## config.mk

```make
export PLATFORM = sky130hd
export DESIGN_NAME = scratchpad_store_align
export DESIGN_NICKNAME = d
export VERILOG_FILES = /design/src/rtl/scratchpad_pkg.sv /design/src/rtl/scratchpad_store_align.sv
export SDC_FILE = /design/constraint.sdc
export NUM_CORES = 1
export LEC_CHECK = 0
export BUFFER_PORTS_ARGS = -buffer_cell sky130_fd_sc_hd__buf_2
export CAP_MARGIN = 20
export CORE_UTILIZATION = 36
export DETAILED_ROUTE_END_ITERATION = 6
export PLACE_DENSITY_LB_ADDON = 0.2
export SYNTH_ARGS = -nofsm -noshare
export SYNTH_HDL_FRONTEND = slang
export SYNTH_SLANG_ARGS = --single-unit
```

## constraint.sdc

```tcl
create_clock -name vclk -period 3.6
set_input_delay 0.72 -clock vclk [all_inputs]
set_output_delay 0.72 -clock vclk [all_outputs]
set_load 0.01 [all_outputs]
```

## src/rtl/scratchpad_pkg.sv

```systemverilog
package scratchpad_pkg;

  // Word width of the load/store port.
  localparam int data_width_c = 32;

  // Byte lanes per word.
  localparam int mask_width_c = data_width_c / 8;

  // Request opcodes.
  // Loads sit below the stores in the encoding.
  typedef enum logic [2:0] {
    op_lb  = 3'd0,
    op_lbu = 3'd1,
    op_lh  = 3'd2,
    op_lhu = 3'd3,
    op_lw  = 3'd4,
    op_sb  = 3'd5,
    op_sh  = 3'd6,
    op_sw  = 3'd7
  } scratchpad_op_e;

endpackage
```

## src/rtl/scratchpad_store_align.sv

```systemverilog
`timescale 1ns/1ps

module scratchpad_store_align
  import scratchpad_pkg::*;
#(
  parameter int els_p = 1024,
  localparam int addr_width_lp = (els_p > 1) ? $clog2(els_p) : 1
) (
  input  logic                     req_v_i,
  input  scratchpad_op_e           op_i,
  input  logic [addr_width_lp+1:0] addr_i,
  input  logic [data_width_c-1:0]  wdata_i,
  output logic                     mem_v_o,
  output logic                     mem_w_o,
  output logic [addr_width_lp-1:0] mem_addr_o,
  output logic [data_width_c-1:0]  mem_wdata_o,
  output logic [mask_width_c-1:0]  mem_mask_o,
  output logic                     load_v_o,
  output logic                     misaligned_o
);

  logic is_store;
  logic is_byte;
  logic is_half;
  logic is_word;
  logic bad_align;

  // Size and direction decode.
  always_comb
  begin
    is_store = 1'b0;
    is_byte  = 1'b0;
    is_half  = 1'b0;
    is_word  = 1'b0;
    case (op_i)
      op_lb, op_lbu: is_byte = 1'b1;
      op_lh, op_lhu: is_half = 1'b1;
      op_lw:         is_word = 1'b1;
      op_sb:
      begin
        is_store = 1'b1;
        is_byte  = 1'b1;
      end
      op_sh:
      begin
        is_store = 1'b1;
        is_half  = 1'b1;
      end
      default:
      begin
        is_store = 1'b1;
        is_word  = 1'b1;
      end
    endcase
  end

  assign bad_align = (is_half && addr_i[0]) || (is_word && (addr_i[1:0] != 2'b00));

  assign misaligned_o = req_v_i && bad_align;
  assign mem_v_o      = req_v_i && !bad_align;
  assign mem_w_o      = mem_v_o && is_store;
  assign load_v_o     = mem_v_o && !is_store;
  assign mem_addr_o   = addr_i[addr_width_lp+1:2];

  // Narrow data is copied to every lane and the mask picks the live ones.
  always_comb
  begin
    mem_wdata_o = wdata_i;
    mem_mask_o  = '0;
    if (is_byte)
    begin
      mem_wdata_o = {4{wdata_i[7:0]}};
      mem_mask_o  = 4'b0001 << addr_i[1:0];
    end
    else if (is_half)
    begin
      mem_wdata_o = {2{wdata_i[15:0]}};
      mem_mask_o  = 4'b0011 << {addr_i[1], 1'b0};
    end
    else
    begin
      mem_mask_o  = 4'b1111;
    end
    if (!is_store)
    begin
      mem_mask_o = '0;
    end
  end

endmodule

```

==> reports/summary.md <==
The total of warnings raised by yosys is 0. By instance count, the cell type seen most on the critical path is buf_2. STA classifies the critical path endpoint as an output port. In this run, post-CTS repair resized a total of 0 instances. The total of endpoints with negative setup slack in the final report was 0; the critical path's largest stage delay was 340 ps. The area growth from synthesis to final layout was 32.1%; the share of the yosys chip area belonging to registers was 0. For the worst setup path, the data required time is 2880 ps.

0 antenna diodes ended up in the layout. The run finished with clean final reports. The number of setup buffers added after CTS is 0. Entering global routing, the biggest net connects 18 pins.

Critical path's slowest cell: mux2_2. For the count of different cell masters after synthesis, the log shows 26. Setup repair after global routing left no endpoint under its margin.

Static timing analysis puts the maximum clock frequency at 0.336 GHz. Across the VDD grid, the largest voltage drop is 0.0000902 V. The number of iterations in the first detailed-routing pass is 5. The total wire length is 2080 um, and the number of nets in the layout is 191.

The total area inside the core boundary comes to 1820 um^2. Across all layers, the routed design uses 841 vias. Adding up every negative setup slack in the final design gives 0 ps. The first global-routing pass estimated 2780 um of wire.

The remaining antenna violation count after routing is 0, and the power density relative to cell area is 148 nW/um^2. Along the worst hold path, the cell count comes to 0. In the final layout, the multi-input gates occupy 532 um^2.

Leakage power figure: 0.500 nW. Of all nets on the critical path, the largest fanout is 17. The critical path is of the in -> out type.

At the pin with the least slew margin, the transition time is 365 ps. The number of instances in the synthesized netlist was 87; the worst relative slew slack was 0.756. Before CTS, the worst setup slack after placement is 614 ps. The portion of synthesized cell area occupied by the leading cell type was 0.337. Global router's overall resource usage: 0.168. By area the synthesized netlist is led by mux2_2, buf_4, a32o_1.

After detailed routing, the number of vias per cell comes to 5.07. The share of post-route cells with drive strength above 1 was 0.745; the critical path buffer and inverter count was 3. STA puts the critical path data arrival time at 2250 ps.

The register cell area after layout was 0 um^2; the count of maximum capacitance violations was 0. Detailed placement finished with a half-perimeter wire length of 1670 um. Number of fill cells in the layout: 200.

The final critical-path share of the clock period is 0.826. The path with the worst hold slack has its endpoint at mem_addr_o[1]. The run gives 0 as the count of hold buffers inserted by post-cts repair. The floorplan has 15 rows. The run gives 0 as the total count of max-transition violations in the final report. The count of buffers added on input and output ports is 78. After layout, the minimum clock period comes to 2970 ps.

The chip height was 47.2 um; the final weighted congestion in routability-driven placement was 0.681. The signal on the critical path passes through buf_2, and2_4, o21a_1, buf_4, mux2_2, buf_2. STA classifies the critical path startpoint as an input port.

For the starting density of the core, the log shows 0.404. The path class of the tightest hold or removal check is in -> out. The logs give 724 for the number of global-route vias before repair and 736 um^2 for the mapped cell area. The detailed router finished its first iteration with 15 violations.

Clock buffers in the final layout number 0. Summed over all instances, the cell type with the most area after synthesis is mux2_2. After detailed routing, the average wire length per cell comes to 12.5 um. In the layout the commonest cells are buf_2, mux2_2, a32o_1. The mean instance size in the synthesized netlist works out to 8.46 um^2.

The number of antenna violations at the first check in global routing was 0. Broken down by cell family, the worst path's largest delay share belongs to buffers and inverters. Sequential cells placed in the final layout were counted as 0. In this run the most critical hold path is launched from addr_i[3]. For the final count of hold timing violations, the log shows 0. The tools report the worst path setup slack after routing as 628 ps.

The most common cell after layout, fill and taps aside was buf_2. For this run the aggregate overflow at the end of global routing stands at 0. The total nets after synthesis came out at 135. The floorplan step defined a die boundary enclosing 2230 um^2. Pin placement for this block handled 98 I/O pins.

The horizontal extent of the die was 47.2 um. The tools report the post-detailed-route DRC marker count as 0.
-- routing by layer --
layer / track usage / wire (um) / share of wire
met5: 0 / 0 / 0
met4: 0.0171 / 6 / 0.0029
met3: 0.00769 / 139 / 0.067
met2: 0.392 / 1180 / 0.57
met1: 0.155 / 749 / 0.36
-- metrics by stage --
stage	hold WS, ps	power [mW]	util	instance area (um^2)	instances
floorplan	1530	0.105	-	736	87
global placement	1440	0.143	0.534	972	166
detailed placement	1440	0.145	0.534	972	166
CTS	1440	0.146	0.534	972	166
global route	1440	0.157	0.534	972	166
finish	1440	0.144	0.534	972	166
-- layout make-up --
class,instances,share of cell area
Inverter,3,0.0116
Timing Repair Buffer,79,0.409
Multi-Input combinational cell,59,0.547
Tap cell,25,0.0322
-- power breakdown --
part	switching (mW)	internal [mW]
logic	0.0692	0.0750
clock network	0	0
registers	0	0
-- cell families after synthesis --
group,after synthesis,share of synthesized area
mux,24,0.378
simple gates,14,0.102
compound gates,21,0.243
buf+inv,28,0.277
-- how the worst max path moves through the flow --
stage	slack, ps	from	cells after the start	to
2_1_floorplan	1160	op_i[1]	6	mem_wdata_o[22]
3_5_place_dp	610	op_i[1]	6	mem_wdata_o[20]
5_1_grt	530	op_i[1]	6	mem_wdata_o[21]
6_report	630	op_i[1]	6	mem_wdata_o[20]
3_3_place_gp	650	op_i[1]	6	mem_wdata_o[18]
4_1_cts	610	op_i[1]	6	mem_wdata_o[20]
-- synthesized netlist by cell type --
cell	number
buf_8	1
nand3_1	2
o21a_1	2
nand2_1	3
nor3_1	2
a311oi_1	1
nor4_1	1
buf_2	1
o31ai_1	1
a21oi_4	1
o31a_1	1
mux2_2	22
a32o_1	8
and2_4	1
mux2_4	2
buf_6	2
o21ai_0	2
and2_1	1
buf_4	19
nor4b_1	1
or3_1	1
clkbuf_1	2
a21oi_1	2
inv_1	3
nor2_1	2
a21boi_0	3
No activity file was read; power rests on OpenSTA's default activity.
