$ cat src/rtl/scratchpad_pkg.sv
package scratchpad_pkg;

  // Word width of the load/store port.
  localparam int data_width_c = 32;

  // Byte lanes per word.
  localparam int mask_width_c = data_width_c / 8;

  // Request opcodes.
  // Loads sit below the stores in the encoding.
  typedef enum logic [2:0] {
    op_lb  = 3'd0,
    op_lbu = 3'd1,
    op_lh  = 3'd2,
    op_lhu = 3'd3,
    op_lw  = 3'd4,
    op_sb  = 3'd5,
    op_sh  = 3'd6,
    op_sw  = 3'd7
  } scratchpad_op_e;

endpackage
$ cat src/rtl/scratchpad_load_align.sv
`timescale 1ns/1ps

module scratchpad_load_align
  import scratchpad_pkg::*;
(
  input  logic                    clk_i,
  input  logic                    rst_n_i,
  input  logic                    load_v_i,
  input  scratchpad_op_e          op_i,
  input  logic [1:0]              offset_i,
  input  logic [data_width_c-1:0] mem_rdata_i,
  output logic                    rdata_v_o,
  output logic [data_width_c-1:0] rdata_o
);

  scratchpad_op_e op_q;
  logic [1:0]     offset_q;
  logic [7:0]     byte_sel;
  logic [15:0]    half_sel;

  // Response strobe follows the accepted load by one cycle.
  always_ff @(posedge clk_i or negedge rst_n_i)
  begin
    if (!rst_n_i)
    begin
      rdata_v_o <= 1'b0;
    end
    else
    begin
      rdata_v_o <= load_v_i;
    end
  end

  // Remember how to cut the word that comes back.
  always_ff @(posedge clk_i or negedge rst_n_i)
  begin
    if (!rst_n_i)
    begin
      op_q     <= op_lw;
      offset_q <= 2'b00;
    end
    else if (load_v_i)
    begin
      op_q     <= op_i;
      offset_q <= offset_i;
    end
  end

  assign byte_sel = mem_rdata_i[8*offset_q +: 8];
  assign half_sel = mem_rdata_i[16*offset_q[1] +: 16];

  always_comb
  begin
    case (op_q)
      op_lb:
      begin
        rdata_o = {{24{byte_sel[7]}}, byte_sel};
      end
      op_lbu:
      begin
        rdata_o = {24'b0, byte_sel};
      end
      op_lh:
      begin
        rdata_o = {{16{half_sel[15]}}, half_sel};
      end
      op_lhu:
      begin
        rdata_o = {16'b0, half_sel};
      end
      default:
      begin
        // Words pass through.
        rdata_o = mem_rdata_i;
      end
    endcase
  end

endmodule

$ cat config.mk
export PLATFORM = sky130hd
export DESIGN_NAME = scratchpad_load_align
export DESIGN_NICKNAME = d
export VERILOG_FILES = /design/src/rtl/scratchpad_pkg.sv /design/src/rtl/scratchpad_load_align.sv
export SDC_FILE = /design/constraint.sdc
export NUM_CORES = 1
export LEC_CHECK = 0
export ABC_AREA = 1
export BUFFER_PORTS_ARGS = -buffer_cell sky130_fd_sc_hd__buf_2
export CAP_MARGIN = 20
export CORE_ASPECT_RATIO = 1.75
export CORE_MARGIN = 2
export CORE_UTILIZATION = 42
export CTS_BUF_LIST = sky130_fd_sc_hd__clkbuf_8
export DETAILED_ROUTE_END_ITERATION = 8
export HOLD_SLACK_MARGIN = 0.08
export PLACE_DENSITY_LB_ADDON = 0.3
export SKIP_LAST_GASP = 1
export SLEW_MARGIN = 30
export SYNTH_ARGS = -nofsm -noshare
export SYNTH_HDL_FRONTEND = slang
export SYNTH_SLANG_ARGS = --single-unit
$ cat constraint.sdc
create_clock -name clk_i -period 1.8 [get_ports clk_i]
set_input_delay 0.36 -clock clk_i [delete_from_list [all_inputs] [get_ports clk_i]]
set_output_delay 0.36 -clock clk_i [all_outputs]
set_load 0.1 [all_outputs]
==> results.ini, run 1 <==
[run_status]
status = aborted with a tool error
stop_stage = clock tree synthesis (4_1_cts)
error = [ERROR DPL-0038] Utilization greater than 100%, impossible to legalize

[placement]
dp.cells = 276
hpwl_mm = 3.528
dpl_worst_slack_ns = 0.006117
portBuffers = 72
place_congestion = 0.8183

[floorplan]
io_pins = 73
die_x_um = 40.67
row_count = 23
die_h_um = 68.18
initial_utilization = 0.4348

[logic_synthesis]
synth_fa_ha_area_frac = 0
synth_compound_area_frac = 0.06582
yosys.area_share.simple = 0.6354
syn_nets = 220
yosysSeqAreaShare = 0.1532
yosys-mux-area-fraction = 0
synth_seq_cells = 6
synth_top_family_by_area = simple AND/OR/NAND/NOR gates
synthTopCellsByArea = nand2_1 24%, nand3_1 22%, dfrtp_1 13%, inv_1 7.2%, nand3_2 6.1%
synth-xor-area-share = 0
synth_top_area_share = 0.2430
yosys_warnings = 0
syn_avg_cell_area_um2 = 5.491
synth.largest_area_cell = nand2_1
synth_cell_types = 22
synth_area_um2 = 988.4
syn_inst = 180

[clock_network]
htreeDepth = 1
clockBufferDepth = 2
postCtsHoldBufs = 1
cts-root-buf = clkbuf_8
cts_resized = 31
cts_made_buffers = 3
cts.repair_timing.setup_buffer_count = 4
cts.sink_count = 6

==> metrics by stage <==
| step | TNS, ns | hold WS [ns] | utilization | cell area [um2] |
|---|---|---|---|---|
| 3_3_place_gp | 0 | 0.1862 | 0.8894 | 2022 |
| 2_1_floorplan | -1.326 | 0.06441 | - | 1139 |
| 3_5_place_dp | 0 | 0.1875 | 0.8894 | 2022 |
==> cell families after synthesis <==
group	Yosys count
buffers and inverters	30
and+or+nand+nor	132
DFF	6
AOI/OAI and AO/OA	12
==> synth_stat cells <==
master	n
nand2_1	64
nand3_1	44
inv_1	19
o21ai_0	9
nor2_1	7
nand3_2	6
dfrtp_1	5
or2_2	5
buf_2	4
buf_6	3
nor2_2	2
o211ai_1	2
and2_4	1
buf_1	1
buf_4	1
clkbuf_1	1
dfstp_2	1
inv_2	1
nand2_2	1
nand3_4	1
nor3_1	1
o21ai_1	1
==> run 2, diff against run 1 <==
Settings changed: CORE_AREA from default to 2 2 63 65, CORE_ASPECT_RATIO 1.75 to default, CORE_MARGIN 2 to default, CORE_UTILIZATION 42 to default, CTS_BUF_LIST sky130_fd_sc_hd__clkbuf_8 to default, DIE_AREA from default to 0 0 65 67, HOLD_SLACK_MARGIN 0.08 to default, PLACE_DENSITY_LB_ADDON 0.3 to 0.15.
==> run 2 against run 1 <==
Compared with the run above:
- synthesized area did not move
- the flow now finishes, with violations (setup timing)
- synthesized cell count did not move
==> results.ini, run 2 <==
[clock_network]
cts-root-buf = clkbuf_8
clk-insertion-delay-late_ns = 0.22
cts.sink_count = 6  ; unchanged
cts_made_buffers = 3  ; unchanged
cts_tree = built
clkTransAtPathRegs_ns = 0.04
htreeDepth = 1  ; unchanged
clockBufferDepth = 2  ; unchanged

[timing]
hold_viol_final = 0
slew_headroom = 0.6803
min_period_over_period = 1.105
rsz0062_at_grt = yes
setup_slack_ns = -0.1888
fin_crit_ns = 1.989
whs_ns = 0.3408
clock_skew_ns = 0
drv_slew = 0
setup_viol = 32
worst_slew_pin_slew_ns = 0.4829
fmax_mhz = 502.8

[final_layout]
layout_common_cells = 48 x nand2_1, 40 x buf_2, 35 x buf_12, 21 x nand3_2, 21 x nand3_4
layout-drive-gt1-share = 0.6655
final_util = 0.7422
area_growth_pct = 170.8
n_antenna_cell = 0
mostFrequentLayoutCell = nand2_1
regMostFlops = op_q
largest_register_ff_count = 3
fin_nets = 319
reg.largest.list = op_q (3), offset_q (2), rdata_v_o (1)

[pwr]
seqPwrFrac = 0.068
clkPwrFrac = 0.087
peakVddDrop_mv = 0.7795
total_power_mw = 2.429
power.density_nw_per_um2 = 907.6
intPower_mw = 1.046
switching_share = 0.5692
comb_power_share = 0.845
power.leakage_nw = 1.407
netSwitchingPower_mw = 1.383

[logic_synthesis]
synth_seq_cells = 6  ; unchanged
synth_top_area_share = 0.2430  ; unchanged
synth_area_um2 = 988.4  ; unchanged
syn_nets = 220  ; unchanged
synthArstFlopShare = 1.000  ; unchanged
yosys_warnings = 0  ; unchanged
synth_ff_type = dfrtp_1
synth.largest_area_cell = nand2_1
synth-edff-count = 0  ; unchanged
syn_inst = 180  ; unchanged
yosysSeqAreaShare = 0.1532  ; unchanged
synth_cell_types = 22  ; unchanged
synth.most_common_cell = nand2_1
synth_common_cells = 64 x nand2_1, 44 x nand3_1, 19 x inv_1
syn_avg_cell_area_um2 = 5.491  ; unchanged
synthTopCellsByArea = nand2_1 24%, nand3_1 22%, dfrtp_1 13%, inv_1 7.2%, nand3_2 6.1%

[detailed_routing]
vias_per_cell = 5.031
vias = 1640
post_drt_wl_per_cell_um = 15.55
drtIter0Drc = 75
wl_mm = 5.069
firstDrtPassIters = 4
drcViolationCount = 0
ant_nets = 0

[critical_path]
cp.arrival_ns = 1.63
crit_required_ns = 1.44
reg2reg_depth = 3
crit_type = register to output port
cp-end-kind = output port
crit_fanout = 7
critPathLaunchType = register

[global_routing]
antenna_found_initial = 0
grt_remaining_overflow = 0
grt_pass1_vias = 1643
grt_start_max_net_pins = 13
grt_usage = 0.2232
grt_pass1_wl_mm = 7.617

[floorplan]
die_x_um = 65  ; +60%
core_area_um2 = 3606
io_pins = 73  ; unchanged
row_count = 22  ; -4.3%
die_h_um = 67  ; -1.7%
die_area_um2 = 4355
initial_utilization = 0.2741  ; -0.1607

[placement]
portBuffers = 72  ; unchanged
hpwl_mm = 3.145  ; -11%
place_congestion = 0.8233  ; +0.61%
dpl_worst_slack_ns = -0.07538  ; -0.08150 ns

[run_status]
failed_checks = setup timing
status = finished with violations

[hold_path]
hold_depth = 3
hold_path_class = input pin to register

[run]
maxCapViolCount = 0

-- run 2: layout make-up --
cell class,instances,area [um2]
tap,48,60.06
fill,254,929.6
timing repair buffer,104,1215
multi-input combinational,144,1121
sequential,6,152.6
clock buffer,4,45.04
inverter,20,82.58
-- run 2: metal layers --
metal  routed length (um)  global-route usage
met1                 1855              0.2663
met2                 2818              0.4214
met3                  271             0.03041
met4                  123             0.04787
met5                    0                   0
-- run 2: power groups by stage --
stage / Clock [mW] / Sequential (mW) / Combinational [mW]
5_1_grt: 0.224 / 0.167 / 2.12
4_1_cts: 0.211 / 0.163 / 1.95
2_1_floorplan: 0 / 0.168 / 1.15
6_report: 0.212 / 0.166 / 2.05
3_3_place_gp: 0 / 0.160 / 1.81
3_5_place_dp: 0 / 0.161 / 1.81
-- run 2: path summary, 6_finish.rpt --
check	from	end	slack, ns
worst max register to register	op_q[2]	op_q[2]	0.70
worst max-delay path	op_q[2]	rdata_o[14]	-0.19
min in group asynchronous	rst_n_i	rdata_v_o	0.49
worst min register to register	offset_q[0]	offset_q[0]	0.64
max in group asynchronous	rst_n_i	op_q[2]	1.08
worst min-delay path	offset_i[0]	offset_q[0]	0.34
-- run 2: cell families after synthesis --
| kind of cell | after synthesis | share of synthesized area |
|---|---|---|
| AO/OA/AOI/OAI | 12 | 0.06581 |
| buffers and inverters | 30 | 0.1456 |
| flip-flops | 6 | 0.1532 |
| AND/OR/NAND/NOR | 132 | 0.6355 |
-- run 2: metrics by stage --
step / instance area (um2) / TNS (ns) / cells
floorplan: 1139 / -1.326 / 180
global placement: 2088 / -0.1654 / 306
detailed placement: 2088 / -0.5398 / 306
CTS: 2479 / -2.844 / 325
global route: 2676 / -6.093 / 326
finish: 2676 / -4.357 / 326
-- run 2: worst max-delay path, stage by stage, from the launching register on --
cell,delay [ns]
dfstp_2,0.64
buf_6,0.13
nor2_4,0.05
buf_6,0.13
o211ai_1,0.15
nand3_4,0.12
buf_12,0.18
-- run 2: what timing repair did --
item,CTS,global route
setup endpoints to repair,32,32
setup buffers,12,2
hold buffers,1,0
hold endpoints to repair,5,0
gates cloned,2,1
resized for setup,47,40
pin swaps,10,12
Power figures use the tool's default switching activity.
==> run 3, diff against run 2 <==
Clock period 1.8 ns to 2.3 ns, I/O delays scaled along.
==> run 3 against run 2 <==
Compared with the run above:
- the flow now finishes without violations
- count of clock-buffer cells in the layout is the same
- combinational power shrank 35%
- wire length shrank 30%
- final area decreased by 29%
- clock power shrank 21%
- worst hold slack got worse by 0.29 ns
- clock skew did not move
- highest routed layer unchanged
==> results.ini, run 3 (same netlist as run 2, synthesis figures left out) <==
[run_status]
status = completed

[timing]
fin_crit_ns = 2.156
hold_viol_final = 0  ; unchanged
fin_setup_tns_ns = 0  ; +4.357 ns
drv_slew = 0  ; unchanged
setup_viol = 0  ; -100%
worst_slew_pin_slew_ns = 0.4819  ; -0.001017 ns
clock_skew_ns = 0  ; unchanged
slew_headroom = 0.6810  ; about the same
fmax_mhz = 463.9
min_period_over_period = 0.9372
rsz0062_at_grt = yes

[detailed_routing]
firstDrtPassIters = 4  ; unchanged
vias = 1414  ; -14%
wl_mm = 3.531  ; -30%
vias_per_cell = 4.698  ; -6.6%
drcViolationCount = 0  ; unchanged
ant_nets = 0  ; unchanged
post_drt_wl_per_cell_um = 11.73  ; -25%
drtIter0Drc = 66  ; -12%

[final_layout]
mostFrequentLayoutCell = nand2_1
n_antenna_cell = 0  ; unchanged
reg.largest.list = op_q (3), offset_q (2), rdata_v_o (1)
fin_nets = 294  ; -7.8%
layout-drive-gt1-share = 0.3992  ; -0.2663
regMostFlops = op_q
largest_register_ff_count = 3  ; unchanged
layout_common_cells = 63 x nand2_1, 44 x nand3_1, 40 x buf_2, 31 x buf_12, 19 x inv_1
nFillCells = 367  ; +44%
final_util = 0.5305  ; -0.2117
area_growth_pct = 93.54

[clock_network]
cts_resized = 0  ; -100%
cts.repair_timing.setup_buffer_count = 0  ; -12
clockBufferDepth = 2  ; unchanged
htreeDepth = 1  ; unchanged
clkTransAtPathRegs_ns = 0.04  ; about the same
cts_made_buffers = 3  ; unchanged
postCtsHoldBufs = 0  ; -1
clk-insertion-delay-late_ns = 0.23  ; about the same
cts-root-buf = clkbuf_8
cts.sink_count = 6  ; unchanged
cts_tree = built

[placement]
portBuffers = 72  ; unchanged
place_congestion = 0.8157  ; -0.92%
hpwl_mm = 3.026  ; -3.8%

[pwr]
comb_power_share = 0.818  ; -0.027
clkPwrFrac = 0.103  ; +0.016
power.density_nw_per_um2 = 851.8  ; -6.1%
netSwitchingPower_mw = 0.9626  ; -30%
power.leakage_nw = 1.067  ; -24%
seqPwrFrac = 0.079  ; +0.011
intPower_mw = 0.6670  ; -36%
peakVddDrop_mv = 0.3908  ; -50%
switching_share = 0.5907  ; +0.02150

[critical_path]
cp.arrival_ns = 1.70  ; +0.07 ns
reg2reg_depth = 2  ; -1
crit_start = offset_q[0]
crit_required_ns = 1.84  ; +0.40 ns
reg2reg_from = op_q[2]
cp_num_buf_inv = 3  ; unchanged
slowest_delay_ns = 0.45  ; -0.19 ns
crit_fanout = 14  ; +7
critPathLaunchType = register
crit_path_end = rdata_o[22]
reg2reg_slack_ns = 1.35  ; +0.65 ns
cp_top_family = buffers and inverters
crit_path_top_delay_cell = dfrtp_1
cp-end-kind = output port
reg2reg_to = op_q[2]
crit_type = register to output port
crit_chain = inv_1 -> nand3_1 -> nand2_1 -> nand2_4 -> buf_12 -> nand3_1 -> buf_12
cp.depth = 7  ; +1

[hold_path]
hold_path_class = input pin to async pin

[global_routing]
grt_remaining_overflow = 0  ; unchanged
grt_pass1_wl_mm = 5.934  ; -22%
grt_pass1_vias = 1298  ; -21%
grt_usage = 0.1711  ; -0.05215
antenna_found_initial = 0  ; unchanged
grt_start_max_net_pins = 17  ; +4

[floorplan]
row_count = 22  ; unchanged
die_area_um2 = 4355  ; unchanged
core_area_um2 = 3606  ; unchanged
die_h_um = 67  ; unchanged
io_pins = 73  ; unchanged
initial_utilization = 0.2741  ; unchanged
die_x_um = 65  ; unchanged

[run]
maxCapViolCount = 0  ; unchanged

[run 3: cell count changes in the layout (fill, tap and decap cells not counted), sizes merged]
cell	delta
clkbuf	+1
buf	-25
dlygate4sd3	-1
[run 3: layout make-up]
class / count / area, um2 / area share
tap: 48 / 60.06 / 0.03139
sequential: 6 / 151.4 / 0.07914
clock buffer: 4 / 45.04 / 0.02354
timing repair buffer: 79 / 880.8 / 0.4604
multi-input combinational: 144 / 700.7 / 0.3663
inverter: 20 / 75.07 / 0.03924
[run 3: stage by stage]
step	power (mW)	setup WS (ns)	instances	instance area (um2)	hold slack, ns
2_1_floorplan	0.9856	0.08826	180	988.4	0.1644
3_3_place_gp	1.461	0.2743	297	1856	0.2887
3_5_place_dp	1.465	0.2410	297	1856	0.2930
4_1_cts	1.639	0.001038	301	1901	0.05052
5_1_grt	1.694	0.003397	301	1913	0.06108
6_report	1.630	0.1445	301	1913	0.04848
[run 3: power groups by stage]
stage	clock, mW	combinational [mW]	sequential (mW)
finish	0.168	1.33	0.129
global route	0.178	1.39	0.131
CTS	0.174	1.34	0.129
detailed placement	0	1.33	0.130
global placement	0	1.33	0.130
floorplan	0	0.854	0.132
[run 3: worst register-to-register path, stage by stage, from the launching register on]
cell and delay (ns):
dfstp_2 0.62, inv_1 0.09, o21ai_0 0.16
[run 3: worst min path at each step]
| stage | cells past startpoint | slack (ns) | from | endpoint |
|---|---|---|---|---|
| after floorplan | 0 | 0.16 | rst_n_i | offset_q[0] |
| after global placement | 1 | 0.29 | rst_n_i | rdata_v_o |
| after detailed placement | 1 | 0.29 | rst_n_i | rdata_v_o |
| after CTS | 1 | 0.05 | rst_n_i | op_q[1] |
| after global routing | 1 | 0.06 | rst_n_i | op_q[1] |
| final | 1 | 0.05 | rst_n_i | op_q[1] |
[run 3: per-layer routing]
layer / part of all wire / vias up / global-route usage
li1: - / 726 / -
met1: 0.43 / 628 / 0.2273
met2: 0.49 / 58 / 0.2964
met3: 0.070 / 2 / 0.01689
met4: 0.0059 / 0 / 0.03989
met5: 0 / - / 0
==> run 4, diff against run 3 <==
Settings changed: BUFFER_PORTS_ARGS -buffer_cell sky130_fd_sc_hd__buf_2 to -buffer_cell sky130_fd_sc_hd__buf_4.
==> run 4 against run 3 <==
Compared with the run above:
- combinational power fell by 17%
- core utilization fell by 8.3 points
- total power fell by 15%
- sequential share of layout area rose by 1.5 points
- global-route usage fell by 1.2 points
- critical path depth fell by 1
- sequential power barely moved
- highest routed layer unchanged
- register-to-register slack got worse by 0.02 ns
- fmax fell by 1.8%
- die area did not move
- non-clock buffer count fell by 2
- count of clock-buffer cells in the layout did not move
==> results.ini, run 4 (same netlist as run 2, synthesis figures left out) <==
[floorplan]
row_count = 22  ; unchanged
die_h_um = 67  ; unchanged
core_area_um2 = 3606  ; unchanged
initial_utilization = 0.2741  ; unchanged
io_pins = 73  ; unchanged
die_area_um2 = 4355  ; unchanged
die_x_um = 65  ; unchanged

[timing]
whs_ns = 0.02726  ; -0.02122 ns
worst_slew_pin_slew_ns = 0.3230  ; -0.1589 ns
slew_headroom = 0.7830  ; +0.1021
hold_viol_final = 0  ; unchanged
min_period_over_period = 0.9547  ; +0.01747
setup_slack_ns = 0.1043  ; -0.04018 ns
rsz0062_at_grt = no
drv_slew = 0  ; unchanged
clock_skew_ns = 0  ; unchanged
setup_viol = 0  ; unchanged
fin_crit_ns = 2.196  ; +0.04018 ns
fin_setup_tns_ns = 0  ; unchanged
fmax_mhz = 455.4  ; -1.8%

[detailed_routing]
wl_mm = 3.473  ; -1.6%
vias_per_cell = 4.555  ; -3.0%
firstDrtPassIters = 5  ; +1
drtIter0Drc = 55  ; -17%
post_drt_wl_per_cell_um = 11.62  ; -0.98%
ant_nets = 0  ; unchanged
vias = 1362  ; -3.7%
drcViolationCount = 0  ; unchanged

[pwr]
comb_power_share = 0.789  ; -0.029
peakVddDrop_mv = 0.4993  ; +28%
seqPwrFrac = 0.091  ; +0.012
switching_share = 0.6601  ; +0.06938
clkPwrFrac = 0.120  ; +0.017
power.leakage_nw = 0.9646  ; -9.6%
intPower_mw = 0.4718  ; -29%
netSwitchingPower_mw = 0.9163  ; -4.8%
power.density_nw_per_um2 = 859.3  ; +0.88%

[final_layout]
nFillCells = 426  ; +16%
mostFrequentLayoutCell = buf_4
area_growth_pct = 63.42
regMostFlops = op_q
fin_nets = 292  ; -0.68%
reg.largest.list = op_q (3), offset_q (2), rdata_v_o (1)
largest_register_ff_count = 3  ; unchanged
layout-drive-gt1-share = 0.3944  ; -0.004787
layout_common_cells = 77 x buf_4, 63 x nand2_1, 44 x nand3_1, 19 x inv_1, 9 x o21ai_0
final_util = 0.4480  ; -0.08258
n_antenna_cell = 0  ; unchanged
final_cells = 299  ; -0.66%

[critical_path]
cp-end-kind = output port
reg2reg_depth = 2  ; unchanged
crit_top_cell = nand3_1
crit_path_top_delay_cell = dfstp_2
crit_chain = nor2_1 -> nand2_2 -> inv_1 -> nand3_1 -> nand3_1 -> buf_4
slowest_delay_ns = 0.41  ; -0.04 ns
crit_fanout = 9  ; -5
crit_type = register to output port
critPathLaunchType = register
cp.arrival_ns = 1.74  ; +0.04 ns
crit_required_ns = 1.84  ; about the same
reg2reg_slack_ns = 1.33  ; -0.02 ns

[global_routing]
grt_pass1_vias = 1252  ; -3.5%
antenna_found_initial = 0  ; unchanged
grt_start_max_net_pins = 25  ; +8
grt_usage = 0.1586  ; -0.01242
grt_pass1_wl_mm = 5.540  ; -6.6%
grt_remaining_overflow = 0  ; unchanged

[clock_network]
postCtsHoldBufs = 0  ; unchanged
cts.sink_count = 6  ; unchanged
cts-root-buf = clkbuf_8
clk-insertion-delay-late_ns = 0.22  ; about the same
cts_tree = built
clkTransAtPathRegs_ns = 0.04  ; about the same
cts_made_buffers = 3  ; unchanged
htreeDepth = 1  ; unchanged
clockBufferDepth = 2  ; unchanged

[run_status]
status = completed

[placement]
hpwl_mm = 2.763  ; -8.7%
dpl_worst_slack_ns = 0.1676  ; -0.07341 ns
dp.cells = 295  ; -0.67%
place_congestion = 0.7316  ; -10%
portBuffers = 72  ; unchanged

[hold_path]
hold_path_class = input pin to async pin

[run]
maxCapViolCount = 0  ; unchanged

-- run 4: cell count changes in the layout (fill, tap and decap cells not counted) --
cell      previous run  this run
buf_2               40         0
buf_4                6        77
nor2_2               2         1
clkbuf_4             2         0
buf_12              31         0
nor2_4               0         1
-- run 4: path summary, 6_finish.rpt --
check	startpoint	to
max reg2reg	op_q[2]	op_q[2]
max in group asynchronous	rst_n_i	op_q[2]
min	rst_n_i	op_q[0]
min in group clk_i	load_v_i	rdata_v_o
min reg2reg	op_q[0]	op_q[0]
max	op_q[2]	rdata_o[3]
-- run 4: critical path, delay by kind of cell (launching register included) --
family                 cells  cell delay, ns
AND/OR/NAND/NOR            4            0.65
buffers and inverters      2            0.43
flip-flops                 1            0.41
-- run 4: per-layer routing --
layer / GRT usage / vias up / part of all wire
li1: - / 720 / -
met1: 0.2224 / 596 / 0.48
met2: 0.2590 / 44 / 0.46
met3: 0.03041 / 2 / 0.062
met4: 0.01596 / 0 / 0.0020
met5: 0 / - / 0
-- run 4: area by class of cell --
class	count	area, um2	share of cell area
tap	48	60.06	0.03718
clock buffer	4	45.04	0.02789
inverter	20	75.07	0.04648
timing repair buffer	77	578.1	0.3579
multi-input combinational	144	705.7	0.4369
sequential	6	151.4	0.09373
-- run 4: power by group through the flow --
stage	Clock, mW	Sequential (mW)	Combinational [mW]
2_1_floorplan	0	0.132	0.854
3_3_place_gp	0	0.127	1.10
3_5_place_dp	0	0.127	1.10
4_1_cts	0.170	0.126	1.10
5_1_grt	0.177	0.128	1.14
6_report	0.166	0.126	1.10
-- run 4: per-stage QoR --
step                      cell area, um2  power [mW]
after floorplan                    988.4      0.9856
after global placement              1558       1.224
after detailed placement            1558       1.224
after CTS                           1603       1.393
after global routing                1615       1.448
final                               1615       1.388
-- run 4: what timing repair did --
item	in CTS	in global routing
setup buffers	0	0
setup endpoints to repair	0	30
gates resized for setup	0	3
